### config.mk
export PLATFORM = sky130hd
export DESIGN_NAME = blob_extraction
export DESIGN_NICKNAME = d
export VERILOG_FILES = /design/src/design/blob_pkg.sv /design/src/design/fill_stack.sv /design/src/design/blob_stats.sv /design/src/design/mem_access.sv /design/src/design/blob_ctrl.sv /design/src/design/blob_extraction.sv
export VERILOG_INCLUDE_DIRS = /design/src /design/src/design
export SDC_FILE = /design/constraint.sdc
export NUM_CORES = 1
export LEC_CHECK = 0
export ABC_AREA = 1
export BUFFER_PORTS_ARGS = -buffer_cell sky130_fd_sc_hd__buf_2
export CORE_UTILIZATION = 53
export CTS_CLUSTER_DIAMETER = 60
export DETAILED_ROUTE_END_ITERATION = 12
export PLACE_DENSITY = 0.65
export SLEW_MARGIN = 40
export SYNTH_ARGS = -nofsm -noshare
export SYNTH_HDL_FRONTEND = slang
export SYNTH_SLANG_ARGS = --single-unit
### constraint.sdc
create_clock -name clk -period 10.7 [get_ports clk]
set_input_delay 1.07 -clock clk [delete_from_list [all_inputs] [get_ports clk]]
set_output_delay 1.07 -clock clk [all_outputs]
set_load 0.005 [all_outputs]
### src/design/blob_params.svh
`ifndef BLOB_PARAMS_SVH
`define BLOB_PARAMS_SVH

// Frame geometry in pixels
`define IMG_W 16
`define IMG_H 12
`define IMG_MARGIN 1 // Border ring never scanned or filled

// Datapath widths
`define COORD_W 8
`define ADDR_W 10
`define WORD_W 32

// Record area, two words per label
`define REC_BASE 512

// Fill stack entries
`define STACK_DEPTH 64

// Labels 0 and 1 are pixel values
`define FIRST_LABEL 2

`endif

### src/design/blob_pkg.sv
`include "blob_params.svh"

package blob_pkg;

	typedef struct packed {
		logic [`COORD_W-1:0] x;
		logic [`COORD_W-1:0] y;
	} coord_t;

	// Layout of record word 1
	typedef struct packed {
		logic [7:0] min_x;
		logic [7:0] min_y;
		logic [7:0] max_x;
		logic [7:0] max_y;
	} bbox_t;

	typedef struct packed {
		logic [15:0] count;
		bbox_t bbox;
	} stats_t;

	typedef enum logic [1:0] {
		op_idle,
		op_read_pix,
		op_write_label,
		op_write_rec
	} mem_op_t;

	// Record writes reuse pos and label as payload
	// Word 0 has the count in label, word 1 has min corner in pos and max corner in label
	typedef struct packed {
		mem_op_t op;
		coord_t pos;
		logic [15:0] label;
		logic rec_word;
	} mem_req_t;

	typedef struct packed {
		logic [`WORD_W-17:0] zero;
		logic [15:0] value;
	} label_word_t;

	typedef union packed {
		label_word_t lbl; // Pixel labels and blob count
		bbox_t bbox;
	} mem_word_u;

endpackage

### src/design/fill_stack.sv
`timescale 1ns/1ps
`include "blob_params.svh"

module fill_stack (
	input logic clk,
	input logic rst_n,
	input logic pause,
	input logic push,
	input logic pop,
	input blob_pkg::coord_t push_coord,
	output blob_pkg::coord_t top,
	output logic empty
);

	localparam int ptr_w = $clog2(`STACK_DEPTH);
	localparam logic [ptr_w:0] depth = `STACK_DEPTH;

	blob_pkg::coord_t mem [`STACK_DEPTH];
	logic [ptr_w:0] ptr; // Entries in use
	logic [ptr_w:0] ptr_top;
	logic full;

	assign ptr_top = ptr - 1'b1;
	assign top = mem[ptr_top[ptr_w-1:0]]; // Most recent push
	assign empty = (ptr == '0);
	assign full = (ptr == depth);

	always_ff @(posedge clk or negedge rst_n) begin
		if (!rst_n) begin
			ptr <= '0;
		end else if (!pause) begin
			if (push)
				ptr <= ptr + 1'b1;
			else if (pop)
				ptr <= ptr - 1'b1;
		end
	end

	always_ff @(posedge clk) begin
		if (!pause && push)
			mem[ptr[ptr_w-1:0]] <= push_coord;
	end

	assert property (@(posedge clk) disable iff (!rst_n) (pop && !pause) |-> !empty)
		else $error("fill_stack: pop while empty");
	assert property (@(posedge clk) disable iff (!rst_n) (push && !pause) |-> !full)
		else $error("fill_stack: push while full");

endmodule

### src/design/blob_stats.sv
`timescale 1ns/1ps

module blob_stats (
	input logic clk,
	input logic rst_n,
	input logic pause,
	input logic stats_clear,
	input logic stats_add,
	input blob_pkg::coord_t stats_coord,
	output blob_pkg::stats_t stats
);

	logic [15:0] count;
	blob_pkg::bbox_t bbox;

	assign stats = '{count: count, bbox: bbox};

	always_ff @(posedge clk or negedge rst_n) begin
		if (!rst_n) begin
			count <= '0;
		end else if (!pause) begin
			if (stats_clear)
				count <= '0;
			else if (stats_add)
				count <= count + 16'd1;
		end
	end

	// Box starts at the first pixel, then only grows
	always_ff @(posedge clk) begin
		if (!pause && stats_add) begin
			if (count == '0) begin
				bbox <= '{stats_coord.x, stats_coord.y, stats_coord.x, stats_coord.y};
			end else begin
				if (stats_coord.x < bbox.min_x)
					bbox.min_x <= stats_coord.x;
				if (stats_coord.y < bbox.min_y)
					bbox.min_y <= stats_coord.y;
				if (stats_coord.x > bbox.max_x)
					bbox.max_x <= stats_coord.x;
				if (stats_coord.y > bbox.max_y)
					bbox.max_y <= stats_coord.y;
			end
		end
	end

endmodule

### src/design/mem_access.sv
`timescale 1ns/1ps
`include "blob_params.svh"

module mem_access (
	input logic clk,
	input logic rst_n,
	input logic pause,
	input blob_pkg::mem_req_t req,
	input logic [`WORD_W-1:0] data_read,
	output logic [`ADDR_W-1:0] address,
	output blob_pkg::mem_word_u data_write,
	output logic wren,
	output logic pix_zero
);

	logic [15:0] rec_label; // Label of the blob being filled
	logic [`ADDR_W-1:0] pix_addr, addr_next;
	blob_pkg::mem_word_u word_next;
	logic wr_next, wr_q;

	assign pix_addr = `ADDR_W'(req.pos.y) * `ADDR_W'(`IMG_W) + `ADDR_W'(req.pos.x);

	always_comb begin
		addr_next = address; // Idle holds the address so read data stays put
		word_next = data_write;
		wr_next = 1'b0;
		case (req.op)
			blob_pkg::op_read_pix: addr_next = pix_addr;
			blob_pkg::op_write_label: begin
				addr_next = pix_addr;
				word_next = '0;
				word_next.lbl.value = req.label;
				wr_next = 1'b1;
			end
			blob_pkg::op_write_rec: begin
				addr_next = `ADDR_W'(`REC_BASE) + `ADDR_W'({rec_label, req.rec_word});
				word_next = '0;
				if (req.rec_word)
					word_next.bbox = '{req.pos.x, req.pos.y, req.label[15:8], req.label[7:0]};
				else
					word_next.lbl.value = req.label; // Pixel count
				wr_next = 1'b1;
			end
			default: ;
		endcase
	end

	always_ff @(posedge clk or negedge rst_n) begin
		if (!rst_n) begin
			address <= '0;
			wr_q <= 1'b0;
			pix_zero <= 1'b0;
			rec_label <= '0;
		end else if (!pause) begin
			address <= addr_next;
			wr_q <= wr_next;
			pix_zero <= (data_read == '0);
			if (req.op == blob_pkg::op_write_label)
				rec_label <= req.label;
		end
	end

	always_ff @(posedge clk) begin
		if (!pause)
			data_write <= word_next;
	end

	assign wren = wr_q && !pause; // Held write lands once pause drops

	assert property (@(posedge clk) disable iff (!rst_n)
		wren |-> (address < `ADDR_W'(`IMG_W * `IMG_H)) || (address >= `ADDR_W'(`REC_BASE)))
		else $error("mem_access: write outside frame and record area");

endmodule

### src/design/blob_ctrl.sv
`timescale 1ns/1ps
`include "blob_params.svh"

module blob_ctrl (
	input logic clk,
	input logic rst_n,
	input logic enable,
	input logic pause,
	input logic pix_zero,
	input blob_pkg::coord_t top,
	input logic empty,
	input blob_pkg::stats_t stats,
	output logic push,
	output logic pop,
	output logic stats_clear,
	output logic stats_add,
	output blob_pkg::coord_t push_coord,
	output blob_pkg::coord_t stats_coord,
	output blob_pkg::mem_req_t req,
	output logic done
);

	// Interior bounds, inclusive
	localparam logic [`COORD_W-1:0] x_lo = `IMG_MARGIN;
	localparam logic [`COORD_W-1:0] x_hi = `IMG_W - `IMG_MARGIN - 1;
	localparam logic [`COORD_W-1:0] y_lo = `IMG_MARGIN;
	localparam logic [`COORD_W-1:0] y_hi = `IMG_H - `IMG_MARGIN - 1;
	localparam int rd_wait = 2; // Idle cycles between a read and its pix_zero

	// Every read state sits right before its check state
	typedef enum logic [4:0] {
		s_idle, s_scan_rd, s_scan_chk, s_scan_next, s_wait,
		s_pop, s_up_rd, s_up_chk, s_fill_rd, s_fill_chk,
		s_left_rd, s_left_chk, s_right_rd, s_right_chk,
		s_rec0, s_rec_gap, s_rec1, s_done
	} state_t;

	state_t state, ret_state;
	logic [1:0] wait_cnt;
	logic en_seen; // Enable was high last cycle
	logic [15:0] label;
	blob_pkg::coord_t scan_pos, cur_pos, left_pos, right_pos;
	logic span_l, span_r;
	logic seed_fill, cur_fill, left_fill, right_fill;

	function automatic logic interior(blob_pkg::coord_t p);
		return (p.x >= x_lo) && (p.x <= x_hi) && (p.y >= y_lo) && (p.y <= y_hi);
	endfunction

	assign left_pos = '{x: cur_pos.x - 1'b1, y: cur_pos.y};
	assign right_pos = '{x: cur_pos.x + 1'b1, y: cur_pos.y};

	// Fillable means zero and strictly inside the margin
	assign seed_fill = pix_zero && interior(scan_pos);
	assign cur_fill = pix_zero && interior(cur_pos);
	assign left_fill = pix_zero && interior(left_pos);
	assign right_fill = pix_zero && interior(right_pos);
	assign stats_coord = cur_pos;

	always_comb begin
		req = '0;
		push = 1'b0;
		pop = 1'b0;
		stats_clear = 1'b0;
		stats_add = 1'b0;
		push_coord = cur_pos;
		case (state)
			s_scan_rd: begin
				req.op = blob_pkg::op_read_pix;
				req.pos = scan_pos;
			end
			s_scan_chk: begin // Seed of a new blob
				push = seed_fill;
				push_coord = scan_pos;
				stats_clear = seed_fill;
			end
			s_pop: pop = !empty;
			s_up_rd, s_fill_rd: begin
				req.op = blob_pkg::op_read_pix;
				req.pos = cur_pos;
			end
			s_fill_chk: if (cur_fill) begin
				req.op = blob_pkg::op_write_label;
				req.pos = cur_pos;
				req.label = label;
				stats_add = 1'b1;
			end
			s_left_rd: begin
				req.op = blob_pkg::op_read_pix;
				req.pos = left_pos;
			end
			s_left_chk: begin
				push = left_fill && !span_l; // Only the first pixel of a run
				push_coord = left_pos;
			end
			s_right_rd: begin
				req.op = blob_pkg::op_read_pix;
				req.pos = right_pos;
			end
			s_right_chk: begin
				push = right_fill && !span_r;
				push_coord = right_pos;
			end
			s_rec0: begin
				req.op = blob_pkg::op_write_rec;
				req.label = stats.count;
			end
			s_rec1: begin
				req.op = blob_pkg::op_write_rec;
				req.rec_word = 1'b1;
				req.pos = '{x: stats.bbox.min_x, y: stats.bbox.min_y};
				req.label = {stats.bbox.max_x, stats.bbox.max_y};
			end
			default: ;
		endcase
	end

	always_ff @(posedge clk or negedge rst_n) begin
		if (!rst_n) begin
			state <= s_idle;
			ret_state <= s_idle;
			wait_cnt <= '0;
			en_seen <= 1'b0;
			done <= 1'b0;
			label <= '0;
			scan_pos <= '0;
			cur_pos <= '0;
			span_l <= 1'b0;
			span_r <= 1'b0;
		end else if (!pause) begin
			en_seen <= enable;
			case (state)
				s_idle: if (enable && en_seen) begin
					scan_pos <= '{x: x_lo, y: y_lo};
					label <= 16'(`FIRST_LABEL - 1);
					state <= s_scan_rd;
				end
				s_scan_rd, s_up_rd, s_fill_rd, s_left_rd, s_right_rd: begin
					ret_state <= state_t'(state + 1'b1);
					state <= s_wait;
				end
				s_wait: begin
					wait_cnt <= wait_cnt + 1'b1;
					if (wait_cnt == 2'(rd_wait - 1)) begin
						wait_cnt <= '0;
						state <= ret_state;
					end
				end
				s_scan_chk: begin
					if (seed_fill)
						label <= label + 1'b1;
					state <= seed_fill ? s_pop : s_scan_next;
				end
				s_scan_next: begin
					state <= s_scan_rd;
					if (scan_pos.x != x_hi) begin
						scan_pos.x <= scan_pos.x + 1'b1;
					end else begin
						scan_pos.x <= x_lo;
						scan_pos.y <= scan_pos.y + 1'b1;
						if (scan_pos.y == y_hi) begin // Frame finished
							state <= s_done;
							done <= 1'b1;
						end
					end
				end
				s_pop: begin
					if (empty) begin
						state <= s_rec0;
					end else begin
						cur_pos <= top;
						state <= s_up_rd;
					end
				end
				s_up_chk: begin
					if (cur_fill) begin
						cur_pos.y <= cur_pos.y - 1'b1;
						state <= s_up_rd;
					end else begin // Top edge found, fill down from below it
						cur_pos.y <= cur_pos.y + 1'b1;
						span_l <= 1'b0;
						span_r <= 1'b0;
						state <= s_fill_rd;
					end
				end
				s_fill_chk: state <= cur_fill ? s_left_rd : s_pop;
				s_left_chk: begin
					span_l <= left_fill;
					state <= s_right_rd;
				end
				s_right_chk: begin
					span_r <= right_fill;
					cur_pos.y <= cur_pos.y + 1'b1;
					state <= s_fill_rd;
				end
				s_rec0: state <= s_rec_gap; // Keep writes two cycles apart
				s_rec_gap: state <= s_rec1;
				s_rec1: state <= s_scan_next;
				s_done: if (!enable) begin
					done <= 1'b0;
					state <= s_idle;
				end
				default: state <= s_idle;
			endcase
		end
	end

	assert property (@(posedge clk) disable iff (!rst_n) !(push && pop))
		else $error("blob_ctrl: push and pop in the same cycle");

endmodule

### src/design/blob_extraction.sv
`timescale 1ns/1ps
`include "blob_params.svh"

module blob_extraction (
	input logic clk,
	input logic rst_n,
	input logic enable,
	input logic pause,
	input logic [`WORD_W-1:0] data_read,
	output logic [`ADDR_W-1:0] address,
	output blob_pkg::mem_word_u data_write,
	output logic wren,
	output logic done
);

	logic pix_zero;
	logic push, pop, empty;
	logic stats_clear, stats_add;
	blob_pkg::coord_t top, push_coord, stats_coord;
	blob_pkg::stats_t stats;
	blob_pkg::mem_req_t req;

	blob_ctrl u_ctrl (
		.clk(clk),
		.rst_n(rst_n),
		.enable(enable),
		.pause(pause),
		.pix_zero(pix_zero),
		.top(top),
		.empty(empty),
		.stats(stats),
		.push(push),
		.pop(pop),
		.stats_clear(stats_clear),
		.stats_add(stats_add),
		.push_coord(push_coord),
		.stats_coord(stats_coord),
		.req(req),
		.done(done)
	);

	fill_stack u_stack (
		.clk(clk),
		.rst_n(rst_n),
		.pause(pause),
		.push(push),
		.pop(pop),
		.push_coord(push_coord),
		.top(top),
		.empty(empty)
	);

	blob_stats u_stats (
		.clk(clk),
		.rst_n(rst_n),
		.pause(pause),
		.stats_clear(stats_clear),
		.stats_add(stats_add),
		.stats_coord(stats_coord),
		.stats(stats)
	);

	// Single port to the external frame memory
	mem_access u_mem (
		.clk(clk),
		.rst_n(rst_n),
		.pause(pause),
		.req(req),
		.data_read(data_read),
		.address(address),
		.data_write(data_write),
		.wren(wren),
		.pix_zero(pix_zero)
	);

endmodule

---- After elaboration in Yosys (flattened, before gate mapping) ----
Memory sizes are Yosys's and may differ from the RTL's.
Index checks and enable logic that the tools add are counted.
operators by class
  add/sub/neg operators ................... 14
  magnitude comparators ................... 16
  equal/unequal tests ..................... 31
  multiplexer cells ....................... 54
  bitwise operators ....................... 2
  reductions and logical operators ........ 69
operators with widths
  kind                   count
  $mux 16                6
  $pmux 16 s3            2
  $pmux 16 s6            1
  $pmux 5 s14            1
  $mux 8                 8
  $pmux 16 s2            2
  $pmux 32 s2            1
  $ge 8x1->1 const B     6
  $le 8x4->1 const B     6
  $eq 5x4->1 const B     8
  $mux 34                1
  $add 16x1->16 const B  2
  $add 8x1->8 const B    4
  $logic_not 32->1       1
  $mux 32                1
  $reduce_bool 2->1      13
  $mux 5                 5
  $pmux 8 s3             1
  $logic_and 1x1->1      22
  $reduce_and 2->1       11
  $eq 5x3->1 const B     4
  $pmux 10 s2            1
  $gt 8x8->1             2
  $logic_not 16->1       1
  35 further kinds       76
storage, ports and cells
  flip-flop bits (word level) ............. 172
  RAM bits ................................ 1024
  output and inout port bits .............. 44
  word-level logic and storage cells ...... 210
  memories ................................ 1
memory list
  name         depth  width  rd ports  clocked after Yosys merged registers in  wr ports  line              RTL
  u_stack.mem  64     16     1         0                                        1         fill_stack.sv:18  blob_pkg::coord_t mem [`STACK_DEPTH];

---- Depth between registers and ports, before layout ----
  depth after elaboration ................. 11
  mapped depth ............................ 22
  mapped depth without buffers ............ 22

---- Modules after synthesis ----
From an unflattened synthesis, not the netlist that was laid out.
second synthesis, totals
  cell total of the unflattened synthesis .. 5452
  area, all modules ....................... 54492.3 um2
modules (own cells, without submodules)
  module      times used  cells an instance  area each (um2)  sequential area each (um2)
  fill_stack  1           4027               43600.6          30924.7
  blob_ctrl   1           903                5823.1           1601.5
  blob_stats  1           313                2786.4           1361.3
  mem_access  1           209                2282.2           1486.4

---- Worst setup path before layout ----
OpenSTA, ideal clock, no wires.
  path type ............................... register -> register
  from .................................... reg u_ctrl.state[0]
  to ...................................... mem u_stack.mem[0][10] in the netlist's numbering, data pin
  library setup time ...................... 0.702 ns
  arrival time ............................ 3.751 ns
  required time ........................... 9.998 ns
  slack ................................... 6.248 ns
  stages on the path, launching flop included .. 9
  path buffers ............................ 0
  clock period less this slack ............ 4.452 ns
  cells stage by stage .................... dfrtp_1 ha_1 nand2_1 nor2_4 inv_1 nand2_1 nor2_1 inv_1 o21ai_0
RTL lines
  what                    line              RTL
  start, declared         blob_ctrl.sv:38   state_t state, ret_state;
  start signal, assigned  blob_ctrl.sv:120  state <= s_idle;
  start signal, assigned  blob_ctrl.sv:136  state <= s_scan_rd;
  start signal, assigned  blob_ctrl.sv:140  state <= s_wait;
  end, declared           fill_stack.sv:18

---- Worst setup path after layout ----
  from .................................... reg u_stack.ptr[0]
  to ...................................... reg u_ctrl.cur_pos (netlist bit u_ctrl.stats_coord[11])
between the ends
  word-level cells in the longest chain between the ends .. 3
  elaborated cells between the ends (all ways) .. 5
RTL lines
  what                                                                   line              RTL
  start, declared                                                        fill_stack.sv:19  logic [ptr_w:0] ptr;
  start signal, assigned                                                 fill_stack.sv:33  ptr <= ptr + 1'b1;
  start signal, assigned                                                 fill_stack.sv:35  ptr <= ptr - 1'b1;
  parallel branches: the longest is 3 deep, another holds $mem_v2 64x16  --
  end signal, assigned                                                   blob_ctrl.sv:171  cur_pos <= top;
  end, declared                                                          blob_ctrl.sv:42   blob_pkg::coord_t scan_pos, cur_pos, left_pos, right_pos;
Parallel ways; which one is timed is not known.
A chain may end at the register's enable or synchronous reset.

==> results_dict.tcl <==
set metrics [dict create \
    drt-pass1-iter-count 6 \
    crit_chain "clkinv_8 -> ha_4 -> buf_4 -> buf_6 -> o21ai_0 -> o22ai_1 -> nor2_1 -> o211ai_1 -> nand3_1 -> nand2_1 -> nand2_1 -> o21ai_1" \
    grt-ovfl-total 0 \
    synth.most_common_cell "edfxtp_1" \
    clockBufferDepth 3 \
    first_iter_violations 4780 \
    regArea_sq_um 35400 \
    hp-class "in -> async" \
    synth_compound_area_frac 0.121 \
    swShare 0.261 \
    synth_top_family_by_area "simple AND/OR/NAND/NOR gates" \
    final_util 0.604 \
    cts-hold-fix-buffers 0 \
    fmax_ghz 0.190 \
    finalSetupTns_ps 0 \
    power_frac_comb 0.118 \
    viasPerCell 6.07 \
    tightestPinTransition_ps 915 \
    vdd_drop_max_v 0.000146 \
    wire_per_inst_um 24.5 \
    synth.area.top_cells "edfxtp_1 64%, nor2_1 6.2%, o21ai_0 5.7%" \
    antenna_left 0 \
    synth_common_cells "1,088 x edfxtp_1, 843 x nor2_1, 587 x o21ai_0" \
    grt_pass1_wl_um 216000 \
    p_per_area_nw_per_um2 197 \
    critPathMaxStageDelay_ps 950 \
    ctsResizeCount 0 \
    grt_pass1_vias 33900 \
    async_reset_ff_frac 0.0903 \
    wl_um 144000 \
    vias 35700 \
    seq_area_frac_synth 0.688 \
    clk_latency_ps 720 \
    seqPwrFrac 0.509 \
    rows 113 \
    grt_max_degree 152 \
    cts_sinks 1196 \
    area_growth_pct 12.3 \
    yosysWarnings 0 \
    nFillCells 7652 \
    chipWidth_um 313 \
    netlist_area_sq_um 51400 \
    maxCapViolCount 0 \
    rsz0062_at_grt "no" \
    critPathLaunchType "register" \
    synth_top_area_frac 0.636 \
    internal-power_mw 8.39 \
    maxSlewHeadroom 0.385 \
    nNetsFinal 4614 \
    synth_simple_gate_area_frac 0.128 \
    status "complete, no violations" \
    drv_slew 0 \
    critPathKind "reg -> reg" \
    clock_skew_ps 31.4 \
    cts_setup_buffers 0 \
    track_usage 0.292 \
    setup_violations 0 \
    netlist_instances 4444 \
    fin_crit_sh 0.491 \
    cp.arrival_ps 5900 \
    crit_path_top_delay_cell "ha_4" \
    power.share.clock 0.373 \
    io_pins 80 \
    diodes 0 \
    required_ps 11340 \
    critPathMaxFanout 139 \
    ys_seq_elements 1196 \
    clockRootBuffer "clkbuf_16" \
    multi_input_area_sq_um 14300 \
    avgSynthCellArea_sq_um 11.6 \
    synth_fa_ha_area_frac 0.0162 \
    synthXorXnorAreaFrac 0.00596 \
    cts_tree "done" \
    period_needed_ps 5260 \
    hold_viol 0 \
    antenna_found_initial 3 \
    place_congestion 0.955 \
    synthFlopType "edfxtp_1" \
    syn-num-nets 4546 \
    die_y_um 313 \
    end_kind "register" \
    synth_cell_type_count 55 \
    muxShareOfSynthArea 0.00197 \
    yosysTopAreaCell "edfxtp_1" \
    clk_pin_slew_ps 70 \
    die_area_sq_um 98200 \
    p_leak_nw 19.8 \
    portBuffers 79 \
    p_switching_mw 2.96 \
    coreArea_sq_um 95600 \
    cts_buffers 121 \
    htreeDepth 3 \
    initial_core_util 0.538 \
    dp_hpwl_um 84000 \
    synth-edff-count 1088 \
    drc 0 \
    critical_path.most_common_cell "nand2_1" \
    drive_gt1_frac 0.0986 \
]
power groups by stage:
stage | registers, mW | clock network [mW] | logic, mW
finish | 5.78 | 4.23 | 1.34
CTS | 5.78 | 4.27 | 1.32
global placement | 5.87 | 0 | 1.28
global route | 5.78 | 4.44 | 1.45
detailed placement | 5.87 | 0 | 1.32
floorplan | 5.93 | 0 | 0.658
stage by stage:
| step | setup slack [ps] | area (sq um) | total power, mW | hold slack [ps] | cells |
|---|---|---|---|---|---|
| CTS | 5600 | 57600 | 11.4 | 256 | 5878 |
| finish | 5440 | 57700 | 11.3 | 270 | 5881 |
| global placement | 5530 | 53400 | 7.15 | 455 | 5643 |
| floorplan | 6250 | 51400 | 6.58 | 441 | 4444 |
| detailed placement | 5680 | 53600 | 7.19 | 464 | 5651 |
| global route | 5190 | 57700 | 11.7 | 273 | 5881 |
registers in the layout (all words and copies together) (netlist names), 2 cells and up:
name and flops:
u_stack.mem 1024, u_mem.data_write 32, u_stats.stats 32, u_ctrl.label 16
u_ctrl.scan_pos 16, u_ctrl.stats_coord 16, u_stats.count 16, u_mem.address 10
u_mem.rec_label 9, u_stack.ptr 7, u_ctrl.ret_state 5, u_ctrl.state 5
u_ctrl.wait_cnt 2
placed cells by master (no fill, tap or decap), types with 7 or more instances in the layout:
cell type  instances
edfxtp_1        1088
nor2_1           836
o21ai_0          571
nand2_1          342
nand3_1          274
o211ai_1         247
inv_1            237
clkbuf_16        124
dfrtp_1          106
a21oi_1           99
buf_4             96
buf_2             78
ha_1              64
clkbuf_1          32
o221ai_1          30
clkinv_1          29
nor3_1            28
nand4_1           26
xor2_1            25
o22ai_1           24
nor4_1            18
o31ai_1           17
clkinv_2          17
o21ai_4           16
o21ai_1           15
nor2_2            14
bufinv_16         12
inv_2             10
a221oi_1           9
mux2_2             9
a21boi_1           8
xnor2_1            7
a31oi_1            7
buf_12             7
path summary, 6_finish.rpt:
kind / start / cells past startpoint / end / slack (ps)
setup / recovery: u_stack.ptr[0]$_DFFE_PN0P_ / 12 / u_ctrl.stats_coord[11]$_DFFE_PN0P_ / 5440
hold / removal: rst_n / 1 / u_mem.address[4]$_DFFE_PN0P_ / 270
setup reg to reg: u_stack.ptr[0]$_DFFE_PN0P_ / 12 / u_ctrl.stats_coord[11]$_DFFE_PN0P_ / 5440
hold reg to reg: u_mem.address[6]$_DFFE_PN0P_ / 2 / u_mem.address[6]$_DFFE_PN0P_ / 480
max in group asynchronous: rst_n / 3 / u_ctrl.ret_state[1]$_DFFE_PN0P_ / 9560
min in group clk: u_mem.address[6]$_DFFE_PN0P_ / 2 / u_mem.address[6]$_DFFE_PN0P_ / 480
metal layers:
| metal | track usage | vias to the layer above | part of all wire |
|---|---|---|---|
| li1 | - | 16200 | - |
| met3 | 0.0399 | 243 | 0.087 |
| met5 | 0 | - | 0 |
| met2 | 0.453 | 1718 | 0.46 |
| met4 | 0.0957 | 0 | 0.030 |
| met1 | 0.430 | 17500 | 0.42 |
worst max-delay path: cells and delay by family, from the launching register on:
family	cells	cell delay, ps
adders and majority gates	1	950
DFF	1	910
and+or+nand+nor	4	330
AOI/OAI and AO/OA	4	980
buffers and inverters	3	1920
layout make-up:
class,count,area share
Sequential cell,1196,0.613
Multi-Input combinational cell,2744,0.249
Clock buffer,159,0.0566
Tap cell,1265,0.0274
Timing Repair Buffer,193,0.0251
Inverter,256,0.0170
Clock inverter,68,0.0123
kinds of logic (layout without fill, tap and decap cells):
logic type,after synthesis,count (layout)
AO/OA/AOI/OAI,1061,1061
XOR/XNOR,35,35
adder cells (fa/ha/maj),66,66
buffers and inverters,504,676
flip-flops,1196,1196
multiplexers,9,9
AND/OR/NAND/NOR,1573,1573
Power figures use the tool's default switching activity.
